File: src/logic/cpu_pkg.sv
package cpu_pkg;

    localparam int word_width = 16;
    localparam int addr_width = 8;
    localparam int reg_index_width = 3;
    localparam int reg_count = 1 << reg_index_width;
    localparam int op_width = 5;

    // opcode map
    localparam logic [op_width-1:0] op_nop   = 5'b00000;
    localparam logic [op_width-1:0] op_halt  = 5'b00001;
    localparam logic [op_width-1:0] op_load  = 5'b00010;
    localparam logic [op_width-1:0] op_store = 5'b00011;
    localparam logic [op_width-1:0] op_sll   = 5'b00100;
    localparam logic [op_width-1:0] op_sla   = 5'b00101;
    localparam logic [op_width-1:0] op_srl   = 5'b00110;
    localparam logic [op_width-1:0] op_sra   = 5'b00111;
    localparam logic [op_width-1:0] op_add   = 5'b01000;
    localparam logic [op_width-1:0] op_addi  = 5'b01001;
    localparam logic [op_width-1:0] op_sub   = 5'b01010;
    localparam logic [op_width-1:0] op_subi  = 5'b01011;
    localparam logic [op_width-1:0] op_cmp   = 5'b01100;
    localparam logic [op_width-1:0] op_and   = 5'b01101;
    localparam logic [op_width-1:0] op_or    = 5'b01110;
    localparam logic [op_width-1:0] op_xor   = 5'b01111;
    localparam logic [op_width-1:0] op_ldih  = 5'b10000;
    localparam logic [op_width-1:0] op_jump  = 5'b11000;
    localparam logic [op_width-1:0] op_bz    = 5'b11010;
    localparam logic [op_width-1:0] op_bnz   = 5'b11011;
    localparam logic [op_width-1:0] op_bn    = 5'b11100;
    localparam logic [op_width-1:0] op_bnn   = 5'b11101;

    // run control
    localparam logic state_idle = 1'b0;
    localparam logic state_exec = 1'b1;

    // one instruction word, register or immediate layout
    typedef union packed {
        struct packed {
            logic [op_width-1:0]        opcode;
            logic [reg_index_width-1:0] r1;
            logic                       spare_a;
            logic [reg_index_width-1:0] r2;
            logic                       spare_b;
            logic [reg_index_width-1:0] r3;
        } reg_form;
        struct packed {
            logic [op_width-1:0]        opcode;
            logic [reg_index_width-1:0] r1;
            logic [3:0]                 val2;
            logic [3:0]                 val3;
        } imm_form;
    } instr_t;

    localparam instr_t nop_word = instr_t'({op_nop, {(word_width - op_width){1'b0}}});

endpackage

File: src/logic/cpu_top.sv
`timescale 1ns/1ps

module cpu_top (
    input  logic                           clock,
    input  logic                           reset,
    input  logic                           enable,
    input  logic                           start,
    input  cpu_pkg::instr_t                instr,
    input  logic [cpu_pkg::word_width-1:0] d_datain,
    output logic [cpu_pkg::addr_width-1:0] pc,
    output logic [cpu_pkg::addr_width-1:0] d_addr,
    output logic                           d_we,
    output logic [cpu_pkg::word_width-1:0] d_dataout,
    output logic                           running
);

    import cpu_pkg::*;

    logic                       run;
    instr_t                     id_ir;
    instr_t                     ex_ir;
    instr_t                     mem_ir;
    logic [word_width-1:0]      reg_a;
    logic [word_width-1:0]      reg_b;
    logic [word_width-1:0]      reg_c;
    logic [word_width-1:0]      store_data;
    logic [word_width-1:0]      store_data_mem;
    logic                       zf;
    logic                       nf;
    logic                       branch_taken;
    logic [addr_width-1:0]      branch_target;
    logic                       halted;
    logic                       wb_we;
    logic [reg_index_width-1:0] wb_index;
    logic [word_width-1:0]      wb_data;

    assign running = run;

    fetch_stage fetch_i (
        .clock(clock),
        .reset(reset),
        .enable(enable),
        .start(start),
        .instr(instr),
        .branch_taken(branch_taken),
        .branch_target(branch_target),
        .halted(halted),
        .run(run),
        .pc(pc),
        .id_ir(id_ir)
    );

    decode_stage decode_i (
        .clock(clock),
        .reset(reset),
        .run(run),
        .id_ir(id_ir),
        .wb_we(wb_we),
        .wb_index(wb_index),
        .wb_data(wb_data),
        .ex_ir(ex_ir),
        .reg_a(reg_a),
        .reg_b(reg_b),
        .store_data(store_data)
    );

    execute_stage execute_i (
        .clock(clock),
        .reset(reset),
        .run(run),
        .ex_ir(ex_ir),
        .reg_a(reg_a),
        .reg_b(reg_b),
        .store_data(store_data),
        .mem_ir(mem_ir),
        .reg_c(reg_c),
        .store_data_mem(store_data_mem),
        .zf(zf),
        .nf(nf)
    );

    memory_writeback memory_writeback_i (
        .clock(clock),
        .reset(reset),
        .run(run),
        .mem_ir(mem_ir),
        .reg_c(reg_c),
        .store_data_mem(store_data_mem),
        .zf(zf),
        .nf(nf),
        .d_datain(d_datain),
        .d_addr(d_addr),
        .d_we(d_we),
        .d_dataout(d_dataout),
        .branch_taken(branch_taken),
        .branch_target(branch_target),
        .wb_we(wb_we),
        .wb_index(wb_index),
        .wb_data(wb_data),
        .halted(halted)
    );

endmodule

File: src/logic/decode_stage.sv
`timescale 1ns/1ps

module decode_stage (
    input  logic                                clock,
    input  logic                                reset,
    input  logic                                run,
    input  cpu_pkg::instr_t                     id_ir,
    input  logic                                wb_we,
    input  logic [cpu_pkg::reg_index_width-1:0] wb_index,
    input  logic [cpu_pkg::word_width-1:0]      wb_data,
    output cpu_pkg::instr_t                     ex_ir,
    output logic [cpu_pkg::word_width-1:0]      reg_a,
    output logic [cpu_pkg::word_width-1:0]      reg_b,
    output logic [cpu_pkg::word_width-1:0]      store_data
);

    import cpu_pkg::*;

    logic [word_width-1:0] regs [0:reg_count-1];
    logic [word_width-1:0] a_next;
    logic [word_width-1:0] b_next;
    logic [7:0]            imm8;
    logic [op_width-1:0]   id_op;

    assign id_op = id_ir.reg_form.opcode;
    assign imm8 = {id_ir.imm_form.val2, id_ir.imm_form.val3};

    // register file, written back from the last stage
    always_ff @(posedge clock)
    begin
        if (run && wb_we)
            regs[wb_index] <= wb_data;
    end

    always_comb
    begin
        case (id_op)
            op_jump:
                a_next = '0;
            op_ldih, op_addi, op_subi, op_bz, op_bnz, op_bn, op_bnn:
                a_next = regs[id_ir.imm_form.r1];
            default:
                a_next = regs[id_ir.reg_form.r2];
        endcase
    end

    always_comb
    begin
        case (id_op)
            op_add, op_sub, op_cmp, op_and, op_or, op_xor:
                b_next = regs[id_ir.reg_form.r3];
            op_load, op_store, op_sll, op_srl, op_sla, op_sra:
                b_next = {{(word_width - 4){1'b0}}, id_ir.imm_form.val3};
            op_addi, op_subi, op_jump, op_bz, op_bnz, op_bn, op_bnn:
                b_next = {{(word_width - 8){1'b0}}, imm8};
            // high byte load
            op_ldih:
                b_next = {imm8, {(word_width - 8){1'b0}}};
            default:
                b_next = '0;
        endcase
    end

    always_ff @(posedge clock or posedge reset)
    begin
        if (reset)
            ex_ir <= nop_word;
        else if (run)
            ex_ir <= id_ir;
    end

    always_ff @(posedge clock)
    begin
        if (run)
        begin
            reg_a <= a_next;
            reg_b <= b_next;
            if (id_op == op_store)
                store_data <= regs[id_ir.reg_form.r1];
        end
    end

endmodule

File: src/logic/execute_stage.sv
`timescale 1ns/1ps

module execute_stage (
    input  logic                           clock,
    input  logic                           reset,
    input  logic                           run,
    input  cpu_pkg::instr_t                ex_ir,
    input  logic [cpu_pkg::word_width-1:0] reg_a,
    input  logic [cpu_pkg::word_width-1:0] reg_b,
    input  logic [cpu_pkg::word_width-1:0] store_data,
    output cpu_pkg::instr_t                mem_ir,
    output logic [cpu_pkg::word_width-1:0] reg_c,
    output logic [cpu_pkg::word_width-1:0] store_data_mem,
    output logic                           zf,
    output logic                           nf
);

    import cpu_pkg::*;

    logic [op_width-1:0]   ex_op;
    logic [word_width-1:0] alu_out;
    logic                  set_flags;

    assign ex_op = ex_ir.reg_form.opcode;

    always_comb
    begin
        case (ex_op)
            op_and:
                alu_out = reg_a & reg_b;
            op_or:
                alu_out = reg_a | reg_b;
            op_xor:
                alu_out = reg_a ^ reg_b;
            // arithmetic left is the same as logical left
            op_sll, op_sla:
                alu_out = reg_a << reg_b[3:0];
            op_srl:
                alu_out = reg_a >> reg_b[3:0];
            op_sra:
                alu_out = $signed(reg_a) >>> reg_b[3:0];
            op_sub, op_subi, op_cmp:
                alu_out = reg_a - reg_b;
            // also address and branch target arithmetic
            default:
                alu_out = reg_a + reg_b;
        endcase
    end

    always_comb
    begin
        case (ex_op)
            op_add, op_addi, op_sub, op_subi, op_cmp, op_and, op_or, op_xor,
            op_sll, op_srl, op_sla, op_sra, op_ldih:
                set_flags = 1'b1;
            default:
                set_flags = 1'b0;
        endcase
    end

    always_ff @(posedge clock or posedge reset)
    begin
        if (reset)
        begin
            mem_ir <= nop_word;
            zf <= 1'b0;
            nf <= 1'b0;
        end
        else if (run)
        begin
            mem_ir <= ex_ir;
            if (set_flags)
            begin
                zf <= (alu_out == '0);
                nf <= alu_out[word_width-1];
            end
        end
    end

    always_ff @(posedge clock)
    begin
        if (run)
        begin
            reg_c <= alu_out;
            if (ex_op == op_store)
                store_data_mem <= store_data;
        end
    end

    // branch conditions must not shift under a stalled pipeline
    flags_frozen_check: assert property (@(posedge clock) disable iff (reset)
        !run |=> ($stable(zf) && $stable(nf)));

endmodule

File: src/logic/fetch_stage.sv
`timescale 1ns/1ps

module fetch_stage (
    input  logic                           clock,
    input  logic                           reset,
    input  logic                           enable,
    input  logic                           start,
    input  cpu_pkg::instr_t                instr,
    input  logic                           branch_taken,
    input  logic [cpu_pkg::addr_width-1:0] branch_target,
    input  logic                           halted,
    output logic                           run,
    output logic [cpu_pkg::addr_width-1:0] pc,
    output cpu_pkg::instr_t                id_ir
);

    import cpu_pkg::*;

    logic state;
    logic next_state;

    always_comb
    begin
        next_state = state;
        case (state)
            state_idle:
                if (enable && start)
                    next_state = state_exec;
            state_exec:
                if (!enable || halted)
                    next_state = state_idle;
            default:
                next_state = state_idle;
        endcase
    end

    assign run = (state == state_exec);

    always_ff @(posedge clock or posedge reset)
    begin
        if (reset)
        begin
            state <= state_idle;
            pc <= '0;
            id_ir <= nop_word;
        end
        else
        begin
            state <= next_state;
            if (run)
            begin
                id_ir <= instr;
                // branch resolves in memory stage, three slots already fetched
                if (branch_taken)
                    pc <= branch_target;
                else
                    pc <= pc + 1'b1;
            end
        end
    end

    // pc holds across a frozen pipeline
    pc_frozen_check: assert property (@(posedge clock) disable iff (reset)
        !run |=> $stable(pc));

endmodule

File: src/logic/memory_writeback.sv
`timescale 1ns/1ps

module memory_writeback (
    input  logic                                clock,
    input  logic                                reset,
    input  logic                                run,
    input  cpu_pkg::instr_t                     mem_ir,
    input  logic [cpu_pkg::word_width-1:0]      reg_c,
    input  logic [cpu_pkg::word_width-1:0]      store_data_mem,
    input  logic                                zf,
    input  logic                                nf,
    input  logic [cpu_pkg::word_width-1:0]      d_datain,
    output logic [cpu_pkg::addr_width-1:0]      d_addr,
    output logic                                d_we,
    output logic [cpu_pkg::word_width-1:0]      d_dataout,
    output logic                                branch_taken,
    output logic [cpu_pkg::addr_width-1:0]      branch_target,
    output logic                                wb_we,
    output logic [cpu_pkg::reg_index_width-1:0] wb_index,
    output logic [cpu_pkg::word_width-1:0]      wb_data,
    output logic                                halted
);

    import cpu_pkg::*;

    instr_t              wb_ir;
    logic [op_width-1:0] mem_op;
    logic [op_width-1:0] wb_op;
    logic                writes_reg;

    assign mem_op = mem_ir.reg_form.opcode;
    assign wb_op = wb_ir.reg_form.opcode;

    always_comb
    begin
        case (mem_op)
            op_jump:
                branch_taken = 1'b1;
            op_bz:
                branch_taken = zf;
            op_bnz:
                branch_taken = !zf;
            op_bn:
                branch_taken = nf;
            op_bnn:
                branch_taken = !nf;
            default:
                branch_taken = 1'b0;
        endcase
    end

    assign branch_target = reg_c[addr_width-1:0];
    assign d_addr = reg_c[addr_width-1:0];
    assign d_we = run && (mem_op == op_store);
    assign d_dataout = store_data_mem;

    always_ff @(posedge clock or posedge reset)
    begin
        if (reset)
            wb_ir <= nop_word;
        else if (run)
            wb_ir <= mem_ir;
    end

    always_ff @(posedge clock)
    begin
        if (run)
            wb_data <= (mem_op == op_load) ? d_datain : reg_c;
    end

    // cmp only sets flags
    always_comb
    begin
        case (wb_op)
            op_load, op_ldih, op_add, op_addi, op_sub, op_subi, op_and, op_or,
            op_xor, op_sll, op_srl, op_sla, op_sra:
                writes_reg = 1'b1;
            default:
                writes_reg = 1'b0;
        endcase
    end

    assign wb_we = run && writes_reg;
    assign wb_index = wb_ir.reg_form.r1;
    assign halted = (wb_op == op_halt);

    no_store_on_branch_check: assert property (@(posedge clock) disable iff (reset)
        !(d_we && branch_taken));

endmodule

File: config.mk
export PLATFORM = sky130hd
export DESIGN_NAME = cpu_top
export DESIGN_NICKNAME = d
export VERILOG_FILES = /design/src/logic/cpu_pkg.sv /design/src/logic/cpu_top.sv /design/src/logic/decode_stage.sv /design/src/logic/execute_stage.sv /design/src/logic/fetch_stage.sv /design/src/logic/memory_writeback.sv
export SDC_FILE = /design/constraint.sdc
export NUM_CORES = 1
export LEC_CHECK = 0
export CORE_MARGIN = 2
export CORE_UTILIZATION = 50
export CTS_BUF_LIST = sky130_fd_sc_hd__clkbuf_4
export DETAILED_ROUTE_END_ITERATION = 10
export DONT_BUFFER_PORTS = 1
export PLACE_DENSITY = 0.66
export SETUP_SLACK_MARGIN = 0.5
export SLEW_MARGIN = 20
export SYNTH_ARGS = -nofsm -noshare
export SYNTH_HDL_FRONTEND = slang
export SYNTH_SLANG_ARGS = --single-unit
File: constraint.sdc
create_clock -name clock -period 8.37 [get_ports clock]
set_clock_uncertainty 0.05 [all_clocks]
set_input_delay 1.674 -clock clock [delete_from_list [all_inputs] [get_ports clock]]
set_output_delay 1.674 -clock clock [all_outputs]
set_load 0.02 [all_outputs]
### After elaboration in Yosys (flattened, before gate mapping)

Memories as Yosys holds them, arrays and structs flattened.
Index checks and enable logic that the tools add are counted.

| cells by class | value |
|---|---|
| bitwise logic cells | 4 |
| equality and inequality tests | 39 |
| add/sub/neg operators | 3 |
| shift operators | 3 |
| mux-type cells | 11 |
| reductions and logical operators | 18 |

Operators with widths:

| kind | number |
|---|---|
| one-hot mux 16 bit (7 select lines) | 1 |
| equality test 5 x 4 -> 1 bit, second input constant | 14 |
| one-hot mux 16 bit (4 select lines) | 1 |
| equality test 5 bit, second input constant | 11 |
| equality test 5 x 3 -> 1 bit, second input constant | 8 |
| one-hot mux 16 bit (2 select lines) | 1 |
| equality test 5 x 2 -> 1 bit, second input constant | 5 |
| adder 16 bit | 1 |
| bitwise AND 16 bit | 1 |
| logical NOT 16 bit | 1 |
| 2-to-1 mux 16 bit | 1 |
| bitwise OR 16 bit | 1 |
| left shift 16 x 4 -> 16 bit | 1 |
| right shift 16 x 4 -> 16 bit | 1 |
| >>> shifter 16 x 4 -> 16 bit | 1 |
| subtractor 16 bit | 1 |
| XOR 16 bit | 1 |
| OR reduction 7 bit | 2 |
| OR reduction 6 bit | 2 |
| adder 8 x 1 -> 8 bit, second input constant | 1 |
| 2-to-1 mux 8 bit | 1 |
| AND reduction 2 bit | 3 |
| equality test 5 x 1 -> 1 bit, second input constant | 1 |
| one-hot mux 1 bit (5 select lines) | 1 |
| other kinds (8) | 16 |

| word-level totals | value |
|---|---|
| register bits | 171 |
| input port bits | 36 |
| output and inout bits | 34 |
| memory bits (writable) | 128 |
| logic and storage cells | 95 |
| memories kept | 3 |
| memory bits (read-only) | 64 |

Memories:

| memory | words | width | read ports | clocked after Yosys merged registers in | write ports | line | text |
|---|---|---|---|---|---|---|---|
| decode_i.regs | 8 | 16 | 3 | 0 | 1 | decode_stage.sv:19 | `logic [word_width-1:0] regs [0:reg_count-1];` |
| (name not given) | 32 | 1 | 1 | 0 | 0 | execute_stage.sv:52 | `case (ex_op)` |
| (name not given) | 32 | 1 | 1 | 0 | 0 | memory_writeback.sv:74 | `case (wb_op)` |

### Logic depth before layout (Yosys ltp)

An unclocked memory read counts as a cell.

| depth | value |
|---|---|
| depth in word-level cells | 5 |
| gate-level depth with buffers | 19 |
| gate-level depth less buffers | 16 |

### By module

From an unflattened synthesis, not the netlist that was laid out.

| second synthesis, totals | value |
|---|---|
| cells, all modules | 1313 |
| area total of the unflattened synthesis | 17290.3 um^2 |

Modules (own cells, without submodules):

| module | area an instance (um^2) | cells each | seq. area each (um^2) | times used |
|---|---|---|---|---|
| decode_stage | 9499.1 | 535 | 5685.5 | 1 |
| execute_stage | 5228.8 | 576 | 1411.4 | 1 |
| memory_writeback | 1420.1 | 106 | 680.7 | 1 |
| fetch_stage | 1142.3 | 96 | 625.6 | 1 |

### Least setup slack after synthesis

No wires, ideal clock.

| timing | value |
|---|---|
| path kind | register to register |
| start point | reg fetch_i.state (netlist: fetch_i.run) |
| end point | reg decode_i.store_data[0] (netlist name) (read register of decode_i.regs), enable pin |
| data required time | 7890 ps |
| cell stages (with the launch flop) | 5 |
| arrival time | 4119 ps |
| setup time | 430 ps |
| slack | 3771 ps |
| clock period less this slack | 4599 ps |
| buffers on the path | 2 |
| cells stage by stage | dfrtp_1 -> clkbuf_1 -> clkbuf_1 -> nand2_1 -> nor4_1 |

| on the way | value |
|---|---|
| longest elaborated chain between the ends | 1 |

RTL lines:

| what | line | text |
|---|---|---|
| start, declared | fetch_stage.sv:19 | `logic state;` |
| start signal, assigned | fetch_stage.sv:43 | `state <= state_idle;` |
| start signal, assigned | fetch_stage.sv:49 | `state <= next_state;` |
| AND reduction 2 bit (no line) | -- |  |
| end, declared | decode_stage.sv:14 | `output logic [cpu_pkg::word_width-1:0] store_data` |

Every way passes these cells.
A chain may end at the register's enable or synchronous reset.

### Worst setup path in the final report

| timing | value |
|---|---|
| start point | reg decode_i.reg_b[1] (netlist name) |
| end point | reg execute_i.zf |

| on the way | value |
|---|---|
| longest elaborated chain between the ends | 3 |
| elaborated cells on any way between the ends | 10 |
| classes of those cells | add/sub (2); shift (3); mux (1); bitwise (3); reduce/logical (1) |

RTL lines:

| what | line | text |
|---|---|---|
| start, declared | decode_stage.sv:13 | `output logic [cpu_pkg::word_width-1:0] reg_b,` |
| start signal, assigned | decode_stage.sv:77 | `reg_b <= b_next;` |
| adder 16 bit (tied with other cells) | execute_stage.sv:46 | `alu_out = reg_a + reg_b;` |
| one-hot mux 16 bit (7 select lines) (*) | execute_stage.sv:28 | `case (ex_op)` |
| via execute_i.alu_out[8] | execute_stage.sv:21 | `logic [word_width-1:0] alu_out;` |
| logical NOT 16 bit (*) | execute_stage.sv:74 | `zf <= (alu_out == '0);` |
| end signal, assigned | execute_stage.sv:74 |  |
| end, declared | execute_stage.sv:14 | `output logic zf,` |

Mark *: on every way through the listed nets, which the timed path passes. The rest lies on a longest branch.

==> summary.txt <==
run status - completed
die area - 34110 um2
Synth Flop Type - edfxtp_1
endpoints failing setup - 0
HPWL after detailed placement - 30.34 mm
met1 wire length - 17.76 mm
sw frac - 37.51%
routed length on met3 - 3.307 mm
initial antenna violation count - 3
clock power share - 22.4%
total core area - 32370 um2
cts-stage hold buffer count - 0
Slew headroom - 19.81%
ANT nets after route - 0
crit end category - register
Seq pwr share - 41.6%
Clock Sink Count - 275
sequential-to-total area share from yosys stat - 49.02%
syn nets - 1313
Logic pwr share - 36.0%
Layout Nets - 1327
Max Freq - 200.0 MHz
Post-DP Area - 16720 um2
vias in the first global route - 11120
Post-synth ARST share - 18.55%
min-delay src - decode_i.store_data[14]$_DFFE_PP_
maximum number of pins on one net before global-route repair - 68
Cells after Synth - 1226
setup bufs post-CTS - 0
Core Rows - 66
CP max FO - 39
synthesized area per cell - 13.32 um2
crit path DAT - 5.60 ns
final core occ - 54.53%
setup TNS - 0 ns
most frequent cells in the layout - edfxtp_1 (224), clkbuf_4 (113), mux4_2 (109)
grt ovf - 0
Required @ worst endpoint - 8.97 ns
Netlist cell types - 82
ratio of cells with drive above 1 in the final layout - 28.42%
Clock Pin Slew Worst Setup and Hold Paths - 0.07 ns
final period utilization - 59.73%
Worst Reg-to-Reg Cells - 15
routability congestion estimate - 1.035
setup slack on the worst flop-to-flop path - 3.37 ns
Crit Path Category - register to register
number of gates resized after cts - 0
Setup crit start - decode_i.reg_b[1]$_DFFE_PP_
Max Transition Viols Final - 0
switching component of the power - 1.953 mW
most common cell after layout, fill and taps aside - edfxtp_1
Cell Chain, Critical Path - buf_4 > clkinv_1 > ha_1 > nor2_1 > xnor2_1 > ha_1 > or2_2 > o221a_2 > o221a_2 > nor3_1 > o21ai_1 > or4_1 > or4_1 > nor4_2 > a32o_2
vias per cell - 6.320
worst hold path cell count - 0
via count - 10990
Ys Warns - 0
Slowest-stage cell, CP - clkinv_1
Fin. Hold Viols - 0
pwr/cell area - 295.0 nW/um2
CTS root buf - clkbuf_4
Die Y - 184.7 um
total of max-cap violations - 0
Peak VDD IR - 111.8 uV
area share of the largest cell type after synthesis - 41.20%
Pleak - 6.374 nW
Post-Synthesis Cell Area - 16320 um2
Detail Route met2 WL - 21.61 mm
CTS Buffer Depth - 3
min-delay worst type - register to register
Worst Tran Pin Value - 1.203 ns
Post-synth EDFFs - 224
first-pass GRT wire length - 67.56 mm
Starting Density - 50.43%
CTS Buf Count - 73
Highest Signal Layer - met5
H-tree depth - 3
Clk Latency, worst-skew pair - 0.71 ns
GRT Resource Usage Total - 27.01%
Reg2Reg Capture Point - execute_i.zf$_DFFE_PP0P_
setup repair after global routing missed its margin - no
initial DRC count - 1009
I/O Pins - 70
Min Hold Slack - 0.3680 ns
leading area contributor after synthesis - edfxtp_1
final instance area - 17650 um2
biggest cell delay along the critical path - 0.65 ns
dominant cells by area after synthesis - edfxtp_1 (41%), mux4_2 (15%), dfrtp_1 (7.8%), mux2_2 (5.1%), ha_1 (3.8%)
startpoint types - register
CTS tree - done
FF-to-FF Start - decode_i.reg_b[1]$_DFFE_PP_
Routed wire per std cell - 25.78 um
DRT Pass-1 Iters - 5
Yosys reg bits - 275
Cell Int Power - 3.254 mW
total power - 5.207 mW
Synth-to-Final Area Change - 8.132%
final wirelength - 44.84 mm
port bufs - 0
Die X - 184.7 um
DRC - 0
fin crit period - 5.000 ns
WHS Endpoint - execute_i.store_data_mem[14]$_DFFE_PP_
-- power groups by stage --
stage	Clock (mW)	Sequential, mW	Combinational, mW
2_1_floorplan	0	1.99	1.48
3_3_place_gp	0	2.17	1.83
3_5_place_dp	0	2.18	1.85
4_1_cts	1.20	2.16	1.86
5_1_grt	1.27	2.19	2.03
6_report	1.17	2.16	1.88
-- metal layers --
layer	vias to the layer above	track usage (%)
li1	4896	-
met1	5510	34.44
met2	463	43.97
met3	120	5.552
met4	2	13.75
met5	-	0
-- area by class of cell --
| class | count | area (um2) |
|---|---|---|
| fillers | 2735 | 14720 |
| flip-flops and latches | 275 | 8010 |
| multi-input cells | 808 | 7734 |
| clock buffers | 112 | 840.8 |
| well taps | 442 | 553.0 |
| repair buffers | 33 | 247.7 |
| inverters | 49 | 183.9 |
| clock inverters | 18 | 77.57 |
| diodes | 2 | 5.005 |
-- Yosys cell counts, types with 9 or more instances --
cell / n
nand2b_1: 36
o21ai_0: 68
inv_1: 48
ha_1: 50
a31oi_1: 11
nand2_1: 63
nor2b_1: 9
dfrtp_1: 51
mux2_2: 74
a22o_1: 9
clkbuf_1: 57
xnor2_1: 20
edfxtp_1: 224
buf_1: 19
nand3_1: 20
nor2_1: 63
a21oi_1: 31
mux2i_1: 58
mux4_2: 109
nor3_1: 19
a211oi_1: 10
-- through the flow --
step	worst slack, ns	std cells
4_1_cts	3.188	1736
6_report	3.370	1739
3_5_place_dp	3.145	1606
3_3_place_gp	3.261	1606
2_1_floorplan	3.771	1226
5_1_grt	3.038	1738
-- worst max-delay path, delay by kind of cell (launching register included) --
kind	cells	cell delay (ns)
buf+inv	2	1.05
fa+ha+maj	2	0.72
xor+xnor	1	0.08
flops	1	0.33
compound gates	4	0.82
simple gates	6	1.91
-- logic make-up after synthesis --
logic type,synth area share [%]
AND/OR/NAND/NOR,8.715
multiplexers,24.62
flip-flops,49.02
AO/OA/AOI/OAI,8.791
adder cells (fa/ha/maj),3.955
XOR/XNOR,1.127
buffers and inverters,3.771
-- worst max-delay path by stage --
stage | to | slack, ns | cells after the start
2_1_floorplan | decode_i.store_data[0]$_DFFE_PP_ | 3.77 | 4
3_3_place_gp | execute_i.zf$_DFFE_PP0P_ | 3.26 | 14
3_5_place_dp | execute_i.zf$_DFFE_PP0P_ | 3.15 | 14
4_1_cts | execute_i.zf$_DFFE_PP0P_ | 3.19 | 14
5_1_grt | execute_i.zf$_DFFE_PP0P_ | 3.04 | 15
6_report | execute_i.zf$_DFFE_PP0P_ | 3.37 | 15
-- sequential cells by signal (all words and copies together), names as in the netlist, 8 cells and up --
name,flops
decode_i.ex_ir,8
execute_i.store_data_mem,16
execute_i.reg_c,16
fetch_i.id_ir,16
memory_writeback_i.wb_data,16
decode_i.store_data,16
memory_writeback_i.wb_ir,8
execute_i.mem_ir,8
decode_i.regs,128
fetch_i.pc,8
decode_i.reg_b,16
decode_i.reg_a,16
Note: power is estimated with default switching activity, not from simulation.
